==> config.mk <==
export PLATFORM = sky130hd
export DESIGN_NAME = xbus_io_board
export DESIGN_NICKNAME = d
export VERILOG_FILES = /design/src/common/xbus_pkg.sv /design/src/hdl/xbus_io_board.sv /design/src/hdl/scan_fifo.sv /design/src/io/xbus_io.sv /design/src/io/io_timers.sv /design/src/io/mouse_quadrature.sv /design/src/io/kbd_receiver.sv
export SDC_FILE = /design/constraint.sdc
export NUM_CORES = 1
export LEC_CHECK = 0
export BUFFER_PORTS_ARGS = -buffer_cell sky130_fd_sc_hd__buf_2
export CORE_UTILIZATION = 32
export CTS_CLUSTER_SIZE = 16
export DETAILED_ROUTE_END_ITERATION = 10
export HOLD_SLACK_MARGIN = 0.06
export SYNTH_ARGS = -nofsm -noshare
export SYNTH_HDL_FRONTEND = slang
export SYNTH_SLANG_ARGS = --single-unit
==> constraint.sdc <==
create_clock -name clk -period 3.3 [get_ports clk]
set_input_delay 0.66 -clock clk [delete_from_list [all_inputs] [get_ports clk]]
set_output_delay 0.66 -clock clk [all_outputs]
set_load 0.05 [all_outputs]
==> src/common/xbus_pkg.sv <==
/*
 * Shared definitions for the xbus I/O board: bus widths, register
 * addresses inside the board window, CSR bit positions and prescales.
 */
`default_nettype none

package xbus_pkg;

   // -------------------------------------------------------------------------
   // Bus widths.
   localparam int xbus_addr_w = 22;
   localparam int xbus_data_w = 32;

   // -------------------------------------------------------------------------
   // Board window, decoded on address bits 21 to 6.
   localparam logic [xbus_addr_w-1:0] iob_base = 22'o17772000;

   localparam logic [xbus_addr_w-1:0] iob_kbd_lo  = 22'o17772040;
   localparam logic [xbus_addr_w-1:0] iob_kbd_hi  = 22'o17772041;
   localparam logic [xbus_addr_w-1:0] iob_mouse_y = 22'o17772042;
   localparam logic [xbus_addr_w-1:0] iob_mouse_x = 22'o17772043;
   localparam logic [xbus_addr_w-1:0] iob_beep    = 22'o17772044;
   localparam logic [xbus_addr_w-1:0] iob_csr     = 22'o17772045;
   localparam logic [xbus_addr_w-1:0] iob_usec_lo = 22'o17772050;
   localparam logic [xbus_addr_w-1:0] iob_usec_hi = 22'o17772051;
   localparam logic [xbus_addr_w-1:0] iob_hz60    = 22'o17772052;

   // -------------------------------------------------------------------------
   // Keyboard/mouse CSR layout.
   localparam int csr_key_ready_bit    = 5;
   localparam int csr_mouse_moved_bit  = 4;
   localparam int csr_mouse_int_en_bit = 1;
   localparam int csr_kbd_int_en_bit   = 0;
   // Bits 3 to 0 are writable.
   localparam int csr_wr_bits = 4;

   // -------------------------------------------------------------------------
   // Block sizes and timer prescales.
   localparam int scan_fifo_depth = 4;
   localparam int mouse_pos_w     = 12;
   localparam int cycles_per_usec = 10;
   localparam int usec_per_tick   = 16667;

endpackage

`default_nettype wire
==> src/hdl/xbus_io_board.sv <==
/*
 * xbus I/O board top level. Connects the keyboard receiver, scan FIFO,
 * mouse decoder and timers to the bus register block.
 */
`timescale 1ns/1ps
`default_nettype none

module xbus_io_board (
   input  wire logic                             clk,
   input  wire logic                             reset,
   input  wire logic [xbus_pkg::xbus_addr_w-1:0] addr,
   input  wire logic [xbus_pkg::xbus_data_w-1:0] datain,
   input  wire logic                             req,
   input  wire logic                             write,
   input  wire logic                             kbd_bit_valid,
   input  wire logic                             kbd_bit,
   input  wire logic                             mouse_xa,
   input  wire logic                             mouse_xb,
   input  wire logic                             mouse_ya,
   input  wire logic                             mouse_yb,
   input  wire logic [2:0]                       mouse_buttons,
   output logic      [xbus_pkg::xbus_data_w-1:0] dataout,
   output logic                                  ack,
   output logic                                  decode,
   output logic                                  interrupt
);
   import xbus_pkg::*;

   logic                   scan_valid;
   logic [xbus_data_w-1:0] scan_data;
   logic [xbus_data_w-1:0] fifo_head;
   logic                   fifo_empty;
   logic                   fifo_pop;
   logic [mouse_pos_w-1:0] x_pos;
   logic [mouse_pos_w-1:0] y_pos;
   logic [1:0]             raw_x;
   logic [1:0]             raw_y;
   logic [2:0]             buttons;
   logic                   mouse_moved_pulse;
   logic [xbus_data_w-1:0] usec_count;
   logic [xbus_data_w-1:0] hz60_count;

   kbd_receiver u_kbd_receiver (
      .clk(clk), .reset(reset),
      .kbd_bit_valid(kbd_bit_valid), .kbd_bit(kbd_bit),
      .scan_valid(scan_valid), .scan_data(scan_data)
   );

   // Overflow has no register bit on this board.
   scan_fifo u_scan_fifo (
      .clk(clk), .reset(reset),
      .push(scan_valid), .push_data(scan_data), .pop(fifo_pop),
      .head_data(fifo_head), .empty(fifo_empty), .overflow()
   );

   mouse_quadrature u_mouse_quadrature (
      .clk(clk), .reset(reset),
      .xa(mouse_xa), .xb(mouse_xb), .ya(mouse_ya), .yb(mouse_yb),
      .buttons_in(mouse_buttons),
      .x_pos(x_pos), .y_pos(y_pos), .raw_x(raw_x), .raw_y(raw_y),
      .buttons(buttons), .moved(mouse_moved_pulse)
   );

   io_timers u_io_timers (
      .clk(clk), .reset(reset),
      .usec_count(usec_count), .hz60_count(hz60_count)
   );

   xbus_io u_xbus_io (
      .clk(clk), .reset(reset),
      .addr(addr), .datain(datain), .req(req), .write(write),
      .fifo_head(fifo_head), .fifo_empty(fifo_empty),
      .x_pos(x_pos), .y_pos(y_pos), .raw_x(raw_x), .raw_y(raw_y),
      .buttons(buttons), .mouse_moved_pulse(mouse_moved_pulse),
      .usec_count(usec_count), .hz60_count(hz60_count),
      .dataout(dataout), .ack(ack), .decode(decode),
      .interrupt(interrupt), .fifo_pop(fifo_pop)
   );

endmodule

`default_nettype wire

==> src/hdl/scan_fifo.sv <==
/*
 * Keyboard scan FIFO. Circular buffer with a show-ahead head word;
 * pushes into a full FIFO are dropped and flagged as overflow.
 */
`timescale 1ns/1ps
`default_nettype none

module scan_fifo #(
   parameter int depth = xbus_pkg::scan_fifo_depth
) (
   input  wire logic                             clk,
   input  wire logic                             reset,
   input  wire logic                             push,
   input  wire logic [xbus_pkg::xbus_data_w-1:0] push_data,
   input  wire logic                             pop,
   output logic      [xbus_pkg::xbus_data_w-1:0] head_data,
   output logic                                  empty,
   output logic                                  overflow
);
   import xbus_pkg::*;

   localparam int ptr_w   = $clog2(depth);
   localparam int count_w = $clog2(depth + 1);

   logic [xbus_data_w-1:0] mem [depth];
   logic [ptr_w-1:0]       rd_ptr;
   logic [ptr_w-1:0]       wr_ptr;
   logic [count_w-1:0]     count;
   logic                   full;
   logic                   do_push;
   logic                   do_pop;

   assign full    = (count == count_w'(depth));
   assign empty   = (count == '0);
   assign do_push = push & ~full;
   assign do_pop  = pop & ~empty;

   assign head_data = mem[rd_ptr];

   always_ff @(posedge clk)
   begin
      if (do_push)
         mem[wr_ptr] <= push_data;
   end

   // Pointers wrap at depth, which need not be a power of two.
   always_ff @(posedge clk)
   begin
      if (reset)
      begin
         rd_ptr   <= '0;
         wr_ptr   <= '0;
         count    <= '0;
         overflow <= 1'b0;
      end
      else
      begin
         if (do_push)
            wr_ptr <= (wr_ptr == ptr_w'(depth - 1)) ? '0 : wr_ptr + 1'b1;
         if (do_pop)
            rd_ptr <= (rd_ptr == ptr_w'(depth - 1)) ? '0 : rd_ptr + 1'b1;
         count <= count + count_w'(do_push) - count_w'(do_pop);
         // Sticky until reset.
         if (push && full)
            overflow <= 1'b1;
      end
   end

endmodule

`default_nettype wire

==> src/io/xbus_io.sv <==
/*
 * xbus register block of the I/O board. Decodes the board window,
 * forms the delayed ack, reads every register and holds the CSR.
 */
`timescale 1ns/1ps
`default_nettype none

module xbus_io (
   input  wire logic                           clk,
   input  wire logic                           reset,
   input  wire logic [xbus_pkg::xbus_addr_w-1:0] addr,
   input  wire logic [xbus_pkg::xbus_data_w-1:0] datain,
   input  wire logic                           req,
   input  wire logic                           write,
   input  wire logic [xbus_pkg::xbus_data_w-1:0] fifo_head,
   input  wire logic                           fifo_empty,
   input  wire logic [xbus_pkg::mouse_pos_w-1:0] x_pos,
   input  wire logic [xbus_pkg::mouse_pos_w-1:0] y_pos,
   input  wire logic [1:0]                     raw_x,
   input  wire logic [1:0]                     raw_y,
   input  wire logic [2:0]                     buttons,
   input  wire logic                           mouse_moved_pulse,
   input  wire logic [xbus_pkg::xbus_data_w-1:0] usec_count,
   input  wire logic [xbus_pkg::xbus_data_w-1:0] hz60_count,
   output logic      [xbus_pkg::xbus_data_w-1:0] dataout,
   output logic                                ack,
   output logic                                decode,
   output logic                                interrupt,
   output logic                                fifo_pop
);
   import xbus_pkg::*;

   logic [1:0]             ack_stage;
   logic                   req_q;
   logic                   start;
   logic                   rd_start;
   logic [csr_wr_bits-1:0] csr_en;
   logic                   mouse_moved;
   logic [xbus_data_w-1:0] csr_word;
   logic [xbus_data_w-1:0] read_word;

   // -------------------------------------------------------------------------
   // Window decode and ack delay.

   assign decode = req & (addr[xbus_addr_w-1:6] == iob_base[xbus_addr_w-1:6]);

   // Stage 1 also needs decode so a new request right after a gap
   // does not inherit the old ack.
   always_ff @(posedge clk)
   begin
      if (reset)
      begin
         ack_stage <= '0;
         req_q     <= 1'b0;
      end
      else
      begin
         ack_stage[0] <= decode;
         ack_stage[1] <= ack_stage[0] & decode;
         req_q        <= req;
      end
   end

   assign ack = ack_stage[1] & decode;

   // First cycle of a request; all side effects happen here.
   assign start    = decode & ~req_q;
   assign rd_start = start & ~write;

   assign fifo_pop = rd_start & (addr == iob_kbd_hi);

   // -------------------------------------------------------------------------
   // Read multiplexer.

   always_comb
   begin
      csr_word                      = '0;
      csr_word[csr_wr_bits-1:0]     = csr_en;
      csr_word[csr_mouse_moved_bit] = mouse_moved;
      csr_word[csr_key_ready_bit]   = ~fifo_empty;
   end

   always_comb
   begin
      case (addr)
         iob_kbd_lo:  read_word = {16'b0, fifo_head[15:0]};
         iob_kbd_hi:  read_word = {16'b0, fifo_head[31:16]};
         iob_mouse_y: read_word = {17'b0, buttons, y_pos};
         iob_mouse_x: read_word = {16'b0, raw_y, raw_x, x_pos};
         iob_csr:     read_word = csr_word;
         iob_usec_lo: read_word = {16'b0, usec_count[15:0]};
         iob_usec_hi: read_word = {16'b0, usec_count[31:16]};
         iob_hz60:    read_word = hz60_count;
         // Beep and unlisted addresses read as zero.
         default:     read_word = '0;
      endcase
   end

   always_ff @(posedge clk)
   begin
      if (reset)
         dataout <= '0;
      else if (rd_start)
         dataout <= read_word;
   end

   // -------------------------------------------------------------------------
   // CSR, mouse-moved flag and interrupt.

   always_ff @(posedge clk)
   begin
      if (reset)
         csr_en <= '0;
      else if (start && write && addr == iob_csr)
         csr_en <= datain[csr_wr_bits-1:0];
   end

   // Set wins over the clear from a mouse_y read.
   always_ff @(posedge clk)
   begin
      if (reset)
         mouse_moved <= 1'b0;
      else if (mouse_moved_pulse)
         mouse_moved <= 1'b1;
      else if (rd_start && addr == iob_mouse_y)
         mouse_moved <= 1'b0;
   end

   always_ff @(posedge clk)
   begin
      if (reset)
         interrupt <= 1'b0;
      else
         interrupt <= (~fifo_empty & csr_en[csr_kbd_int_en_bit]) |
                      (mouse_moved & csr_en[csr_mouse_int_en_bit]);
   end

endmodule

`default_nettype wire

==> src/io/io_timers.sv <==
/*
 * Board timers. A cycle prescaler makes a microsecond tick that runs
 * the microsecond counter and, through a second prescaler, the 60 Hz count.
 */
`timescale 1ns/1ps
`default_nettype none

module io_timers (
   input  wire logic                             clk,
   input  wire logic                             reset,
   output logic [xbus_pkg::xbus_data_w-1:0]      usec_count,
   output logic [xbus_pkg::xbus_data_w-1:0]      hz60_count
);
   import xbus_pkg::*;

   localparam int usec_pre_w = $clog2(cycles_per_usec);
   localparam int tick_pre_w = $clog2(usec_per_tick);

   logic [usec_pre_w-1:0] usec_pre;
   logic [tick_pre_w-1:0] tick_pre;
   logic                  usec_tick;
   logic                  hz60_tick;

   assign usec_tick = (usec_pre == usec_pre_w'(cycles_per_usec - 1));
   assign hz60_tick = usec_tick & (tick_pre == tick_pre_w'(usec_per_tick - 1));

   always_ff @(posedge clk)
   begin
      if (reset)
      begin
         usec_pre   <= '0;
         tick_pre   <= '0;
         usec_count <= '0;
         hz60_count <= '0;
      end
      else
      begin
         usec_pre <= usec_tick ? '0 : usec_pre + 1'b1;

         if (usec_tick)
         begin
            usec_count <= usec_count + 1'b1;
            tick_pre   <= hz60_tick ? '0 : tick_pre + 1'b1;
         end

         if (hz60_tick)
            hz60_count <= hz60_count + 1'b1;
      end
   end

endmodule

`default_nettype wire

==> src/io/mouse_quadrature.sv <==
/*
 * Mouse quadrature decoder. Tracks X and Y positions from the raw
 * phase pairs, samples the buttons and strobes on every counted step.
 */
`timescale 1ns/1ps
`default_nettype none

module mouse_quadrature (
   input  wire logic                             clk,
   input  wire logic                             reset,
   input  wire logic                             xa,
   input  wire logic                             xb,
   input  wire logic                             ya,
   input  wire logic                             yb,
   input  wire logic [2:0]                       buttons_in,
   output logic      [xbus_pkg::mouse_pos_w-1:0] x_pos,
   output logic      [xbus_pkg::mouse_pos_w-1:0] y_pos,
   output logic      [1:0]                       raw_x,
   output logic      [1:0]                       raw_y,
   output logic      [2:0]                       buttons,
   output logic                                  moved
);
   import xbus_pkg::*;

   logic [1:0] x_prev;
   logic [1:0] y_prev;
   logic [1:0] x_step;
   logic [1:0] y_step;

   // Returns {forward, reverse} for one pair transition.
   // Forward order is 00, 01, 11, 10; a double-bit jump gives 00.
   function automatic logic [1:0] quad_step(input logic [1:0] prev, input logic [1:0] cur);
      case ({prev, cur})
         4'b00_01, 4'b01_11, 4'b11_10, 4'b10_00: quad_step = 2'b10;
         4'b01_00, 4'b11_01, 4'b10_11, 4'b00_10: quad_step = 2'b01;
         default:                                 quad_step = 2'b00;
      endcase
   endfunction

   assign x_step = quad_step(x_prev, raw_x);
   assign y_step = quad_step(y_prev, raw_y);

   // Phase registers; raw_* is the current pair, *_prev the one before.
   always_ff @(posedge clk)
   begin
      if (reset)
      begin
         raw_x  <= 2'b00;
         raw_y  <= 2'b00;
         x_prev <= 2'b00;
         y_prev <= 2'b00;
      end
      else
      begin
         raw_x  <= {xa, xb};
         raw_y  <= {ya, yb};
         x_prev <= raw_x;
         y_prev <= raw_y;
      end
   end

   // Position counters wrap at the counter width.
   always_ff @(posedge clk)
   begin
      if (reset)
      begin
         x_pos   <= '0;
         y_pos   <= '0;
         moved   <= 1'b0;
         buttons <= 3'b000;
      end
      else
      begin
         x_pos   <= x_pos + {{(mouse_pos_w-1){x_step[0]}}, |x_step};
         y_pos   <= y_pos + {{(mouse_pos_w-1){y_step[0]}}, |y_step};
         moved   <= |{x_step, y_step};
         buttons <= buttons_in;
      end
   end

endmodule

`default_nettype wire

==> src/io/kbd_receiver.sv <==
/*
 * Keyboard receiver. Shifts serial bits in LSB first and strobes
 * out one 32-bit scan for every 32 bits received.
 */
`timescale 1ns/1ps
`default_nettype none

module kbd_receiver (
   input  wire logic                             clk,
   input  wire logic                             reset,
   input  wire logic                             kbd_bit_valid,
   input  wire logic                             kbd_bit,
   output logic                                  scan_valid,
   output logic [xbus_pkg::xbus_data_w-1:0]      scan_data
);
   import xbus_pkg::*;

   logic [xbus_data_w-1:0] shift_reg;
   logic [4:0]             bit_count;

   // New bits enter at the top, so the first bit lands in bit 0.
   always_ff @(posedge clk)
   begin
      if (kbd_bit_valid)
         shift_reg <= {kbd_bit, shift_reg[xbus_data_w-1:1]};
   end

   // Counter wraps after bit 31 to start the next scan.
   always_ff @(posedge clk)
   begin
      if (reset)
      begin
         bit_count  <= '0;
         scan_valid <= 1'b0;
      end
      else
      begin
         scan_valid <= kbd_bit_valid & (bit_count == 5'd31);
         if (kbd_bit_valid)
            bit_count <= bit_count + 5'd1;
      end
   end

   // Full word sits in the shift register during the strobe.
   assign scan_data = shift_reg;

endmodule

`default_nettype wire

# Word-level counts from Yosys, hierarchy flattened
# Memories as Yosys holds them, arrays and structs flattened. A register that Yosys moved wholly into a read port is not among the register bits.
# Cells that the tools add are included.
# W data, S select, Z words.
[totals]
regBits = 201
mem_bits_rw = 128
rom_bits = 64
n_memories = 3
inputBits = 67
output_inout_bits = 35
wordCells = 89
[memory_table]
columns = ["name", "words", "width", "rd", "rd_clocked_by_memory_dff", "wr", "line", "source"]
rows = [
  ["u_scan_fifo.mem", 4, 32, 1, 1, 1, "scan_fifo.sv:25", "logic [xbus_data_w-1:0] mem [depth];"],
  ["(name not given)", 16, 2, 1, 1, 0, "mouse_quadrature.sv:33", "case ({prev, cur})"],
  ["(name not given)", 16, 2, 1, 1, 0, "mouse_quadrature.sv:33", ""],
]
[classes]
n_eq_ne = 15
n_reduce_logical = 9
add_sub_neg = 11
n_mux = 12
bitwise = 17
[ops]
columns = ["operator", "n"]
rows = [
  ["$pmux W32 S8", 1],
  ["$eq A22 B22 Y1 const B", 8],
  ["$add A32 B1 Y32 const B", 2],
  ["$add A12 B12 Y12", 2],
  ["$eq A16 B16 Y1 const B", 1],
  ["$add A15 B1 Y15 const B", 1],
  ["$eq A15 B15 Y1 const B", 1],
  ["$mux W15", 1],
  ["$and A1 B1 Y1", 12],
  ["$mux W2", 4],
  ["$mux W4", 2],
  ["$reduce_or A2 Y1", 3],
  ["$add A5 B1 Y5 const B", 1],
  ["$eq A5 B5 Y1 const B", 1],
  ["$add A2 B1 Y2 const B", 2],
  ["$add A4 B1 Y4 const B", 1],
  ["$eq A2 B2 Y1 const B", 2],
  ["$eq A4 B4 Y1 const B", 1],
  ["$mux W1", 4],
  ["$not A1 Y1", 4],
  ["$reduce_or A4 Y1", 1],
  ["$add A3 B1 Y3", 1],
  ["$eq A3 B3 Y1 const B", 1],
  ["$logic_and A1 B1 Y1", 3],
  ["4 further kinds", 4],
]

# Depth between registers and ports, before layout
[logic_depth]
ltp_word = 8
ltp_mapped = 11
mapped_depth_nobuf = 9

# Hierarchy
# Synthesis repeated with hierarchy kept, for this count alone.
[unflattened]
cells_unflattened = 1230
hier_area_um2 = 14850.5
[by_module_without_submodules]
columns = ["mod", "seq_area_each_um2", "area_per_inst_um2", "cells_per_inst", "n_inst"]
rows = [
  ["scan_fifo", 4043.9, 5124.9, 220, 1],
  ["io_timers", 1661.6, 3852.4, 450, 1],
  ["xbus_io", 820.8, 2568.7, 283, 1],
  ["mouse_quadrature", 720.7, 2073.2, 220, 1],
  ["kbd_receiver", 1081.0, 1231.2, 57, 1],
]

# Least setup slack after synthesis
# No wires, ideal clock.
[synth_timing]
kind = "input port to output port"
start = "in addr[6] (netlist bit)"
end = "out ack"
slack_ps = -371
path_buffers = 1
t_arrival_ps = 3011
path_stages = 5
required_time_ps = 2640
path_cell_list = "or4b_4 > or3_1 > buf_4 > nor2_1 > and2_1"
[synth_between]
elab_chain_len = 3
[synth_rtl]
columns = ["item", "line", "source"]
rows = [
  ["start, declared", "xbus_io_board.sv:11", "input wire logic [xbus_pkg::xbus_addr_w-1:0] addr,"],
  ["$eq A16 B16 Y1", "xbus_io.sv:45", "assign decode = req & (addr[xbus_addr_w-1:6] == iob_base[xbus_addr_w-1:6]);"],
  ["$and A1 B1 Y1", "xbus_io.sv:45", ""],
  ["via decode", "xbus_io_board.sv:24", "output logic decode,"],
  ["$and A1 B1 Y1", "xbus_io.sv:64", "assign ack = ack_stage[1] & decode;"],
  ["end, declared", "xbus_io_board.sv:23", "output logic ack,"],
]
# The timed path passes the listed nets, and every way through them passes these cells.

# Final worst setup path
[layout_timing]
start = "in addr[9] (netlist bit)"
end = "out ack"
[layout_between]
elab_chain_len = 3
[layout_rtl]
columns = ["item", "line"]
rows = [
  ["$eq A16 B16 Y1", "xbus_io.sv:45"],
  ["$and A1 B1 Y1", "xbus_io.sv:45"],
  ["$and A1 B1 Y1", "xbus_io.sv:64"],
]
# Every way passes these cells.

==> results.cfg <==
[route]
viasPerCell = 5.113
final_antenna_net_count = 0
finalWirelength_um = 34810
num_vias = 10040
remaining_drc_errors = 0
number_of_optimization_iterations_in_the_first_detailed_route_pass = 6
routed_wire_length_per_instance_um = 17.73
first_iter_violations = 795

[logic_synthesis]
syn-instance-count = 1247
ys_seq_elements = 335
yosysWarnings = 0
synth_common_cells = dfxtp_1, edfxtp_1, nor2_1
ys_seq_area_share_pct = 56.92
synth_area_per_cell_um2 = 11.71
netlist_top_cells_area = edfxtp_1, dfxtp_1, mux2i_1
synth_top_cell_area_share_pct = 32.92
dominantRegCellSynth = dfxtp_1
yosys.cell_count.top_type = dfxtp_1
leading_area_contributor_after_synthesis = edfxtp_1
syn-cell-area_mm2 = 0.01460
yosys.cell_types.count = 70
synth_async_sr_flop_share_pct = 0
edff_count_synth = 160
post_syn_nets = 1353

[job]
max-cap-violations = 0

[layout]
signed_area_change_from_the_synthesized_netlist_to_the_final_layout_pct = 17.37
finalNetCount = 1450
layout.cell_area.non_filler_mm2 = 0.01713
post_route_cells_drive_above_1_share_pct = 18.59
num_antenna_cells = 0

[clock_network]
post-cts-setup-buffer-count = 0
ctsRootBufferMaster = clkbuf_16
cts-buffers-inserted = 37
hold_buffers = 0
worst_skew_pair.late_latency_ns = 0.54
clk_path_buf_depth = 3
clkTransAtPathRegs_ns = 0.06
cts_sinks = 335
cts_tree = built
htreeDepth = 2
cts-resized-gates = 0

[critical_path]
cell_count_of_the_worst_reg_to_reg_path = 6
kind_of_end_point_of_the_critical_path = output port
endpoint_required_time_on_the_critical_path_ns = 2.64
cp.arrival_ns = 2.51
startpoint_type = input pin
critical_path_class = in -> out
critPathMaxFanout = 3
setup.reg_to_reg.worst_slack_ns = 0.75

[placement]
place.gp.congestion = 0.8477
dpl-instance-area_mm2 = 0.01580
placement.io_buffers = 73
dp_hpwl_um = 23960

[timing]
final_period_minus_worst_setup_slack_ns = 3.174
highest_clock_rate_ghz = 0.3151
rsz0062_at_grt = no
report.final.slew_viol_count = 0
max-slew-margin-rel_pct = 41.39
timing_hold_violations_final = 0
timing_worst_slew_pin_value_ns = 0.8570
finalCritPeriodShare_pct = 96.18
setup_viol = 0
skew_ns = 0.01366

[floorplanning]
start_util_pct = 32.72
dieArea_mm2 = 0.04647
die_width_um = 215.6
placeableCoreArea_mm2 = 0.04461
fp.dieH_um = 215.6
io_pins = 102
floorplan.rows = 77

[power]
p_leak_nw = 5.985
post-layout-total-power_w = 0.009337
max-vdd-ir-drop_mv = 0.3743
p_per_area_mw_per_mm2 = 545.0

[global_route]
groute.usage.overall_pct = 14.92
antenna_found_initial = 0
largest_net_degree_at_the_start_of_global_routing = 82
gr-total-overflow = 0
first_global_vias = 9688
grt_pass1_wl_um = 54430

[min_path]
worst_hold_path_type = in -> reg
cell_depth_of_the_worst_min_delay_path = 1

[run_status]
status = finished clean
[critical path: stages]
cell and delay (ns):
buf_2 0.10, or4b_4 0.58, or3_4 0.39, buf_4 0.15, buf_4 0.14, nor2_2 0.12, and2_1 0.13, clkbuf_4 0.22
[power breakdown]
group,total (W),internal [W],switching (W)
Sequential,0.00450,0.00443,0.0000656
Clock,0.00442,0.00269,0.00173
Combinational,0.000423,0.000178,0.000246
[flip-flops by register name (all words and copies together) (netlist names), 2 cells and up, named ones only]
register and flops:
u_scan_fifo.mem 128, u_xbus_io.dataout 32, u_kbd_receiver.scan_data 32, u_io_timers.hz60_count 32
u_kbd_receiver.bit_count 5, u_mouse_quadrature.raw_y 2, u_scan_fifo.rd_ptr 2, u_xbus_io.csr_en 4
u_mouse_quadrature.y_pos 12, u_mouse_quadrature.x_pos 12, u_io_timers.usec_count 32, u_mouse_quadrature.y_step 2
u_io_timers.usec_pre 4, u_io_timers.tick_pre 15, u_scan_fifo.wr_ptr 2, u_mouse_quadrature.buttons 3
u_scan_fifo.count 3, u_xbus_io.ack_stage 2, u_mouse_quadrature.raw_x 2, u_mouse_quadrature.x_step 2
[layer usage]
layer / up-vias / GRT usage (%) / part of all wire (%)
met5: - / 0 / 0
met2: 215 / 23.58 / 45
li1: 4849 / - / -
met1: 4919 / 20.86 / 48
met4: 0 / 4.799 / 2.4
met3: 58 / 2.326 / 4.4
[per-stage QoR]
step | util, % | worst slack [ns] | hold slack, ns | setup TNS [ns] | instances
after global routing | 38.41 | 0.05284 | 0.2798 | 0 | 1964
after floorplan | - | -0.02938 | 0.4057 | -0.02938 | 1247
after CTS | 38.39 | 0.02115 | 0.2738 | 0 | 1964
after global placement | 35.42 | -0.07083 | 0.4148 | -0.1323 | 1897
after detailed placement | 35.42 | -0.1020 | 0.4273 | -0.1710 | 1897
final | 38.41 | 0.1262 | 0.2952 | 0 | 1964
[cell usage in the layout (no fill, tap or decap), types with 7 or more instances in the layout]
master	count
a21oi_1	46
and3_1	15
ha_1	36
nor2_1	109
a222oi_1	15
xnor2_1	38
nor4_1	10
or4_1	9
buf_4	41
mux2_2	37
inv_1	27
nand4_1	29
o221ai_1	15
nand2_1	83
nand3_1	30
buf_2	71
a22oi_1	17
edfxtp_1	160
and2_1	11
clkbuf_16	38
or3_1	29
xor2_1	26
dfxtp_1	174
and4_1	12
o21ai_0	42
clkbuf_8	7
nor2b_1	28
nor3_1	25
mux4_2	17
a21o_1	7
mux2i_1	49
o2bb2ai_1	15
[cell families after synthesis]
kind of cell	synth area share [%]
flip-flops	56.92
XOR/XNOR	3.840
adder cells (fa/ha/maj)	3.497
buffers and inverters	2.306
AND/OR/NAND/NOR	15.72
multiplexers	8.838
AO/OA/AOI/OAI	8.881
[final timing paths]
path	startpoint	to
min	kbd_bit	u_kbd_receiver.scan_data[31]
max	addr[9]	ack
min reg2reg	u_xbus_io.ack_stage[0]	u_xbus_io.ack_stage[1]
max reg2reg	u_io_timers.tick_pre[1]	u_io_timers.hz60_count[26]
[final cells by class]
| type | count | area (um2) |
|---|---|---|
| Clock buffer | 49 | 1062 |
| Clock inverter | 18 | 261.5 |
| Fill cell | 4282 | 27480 |
| Inverter | 28 | 105.1 |
| Multi-Input combinational cell | 828 | 5962 |
| Sequential cell | 335 | 8309 |
| Tap cell | 592 | 740.7 |
| Timing Repair Buffer | 114 | 690.7 |
No activity file was read; power rests on OpenSTA's default activity.
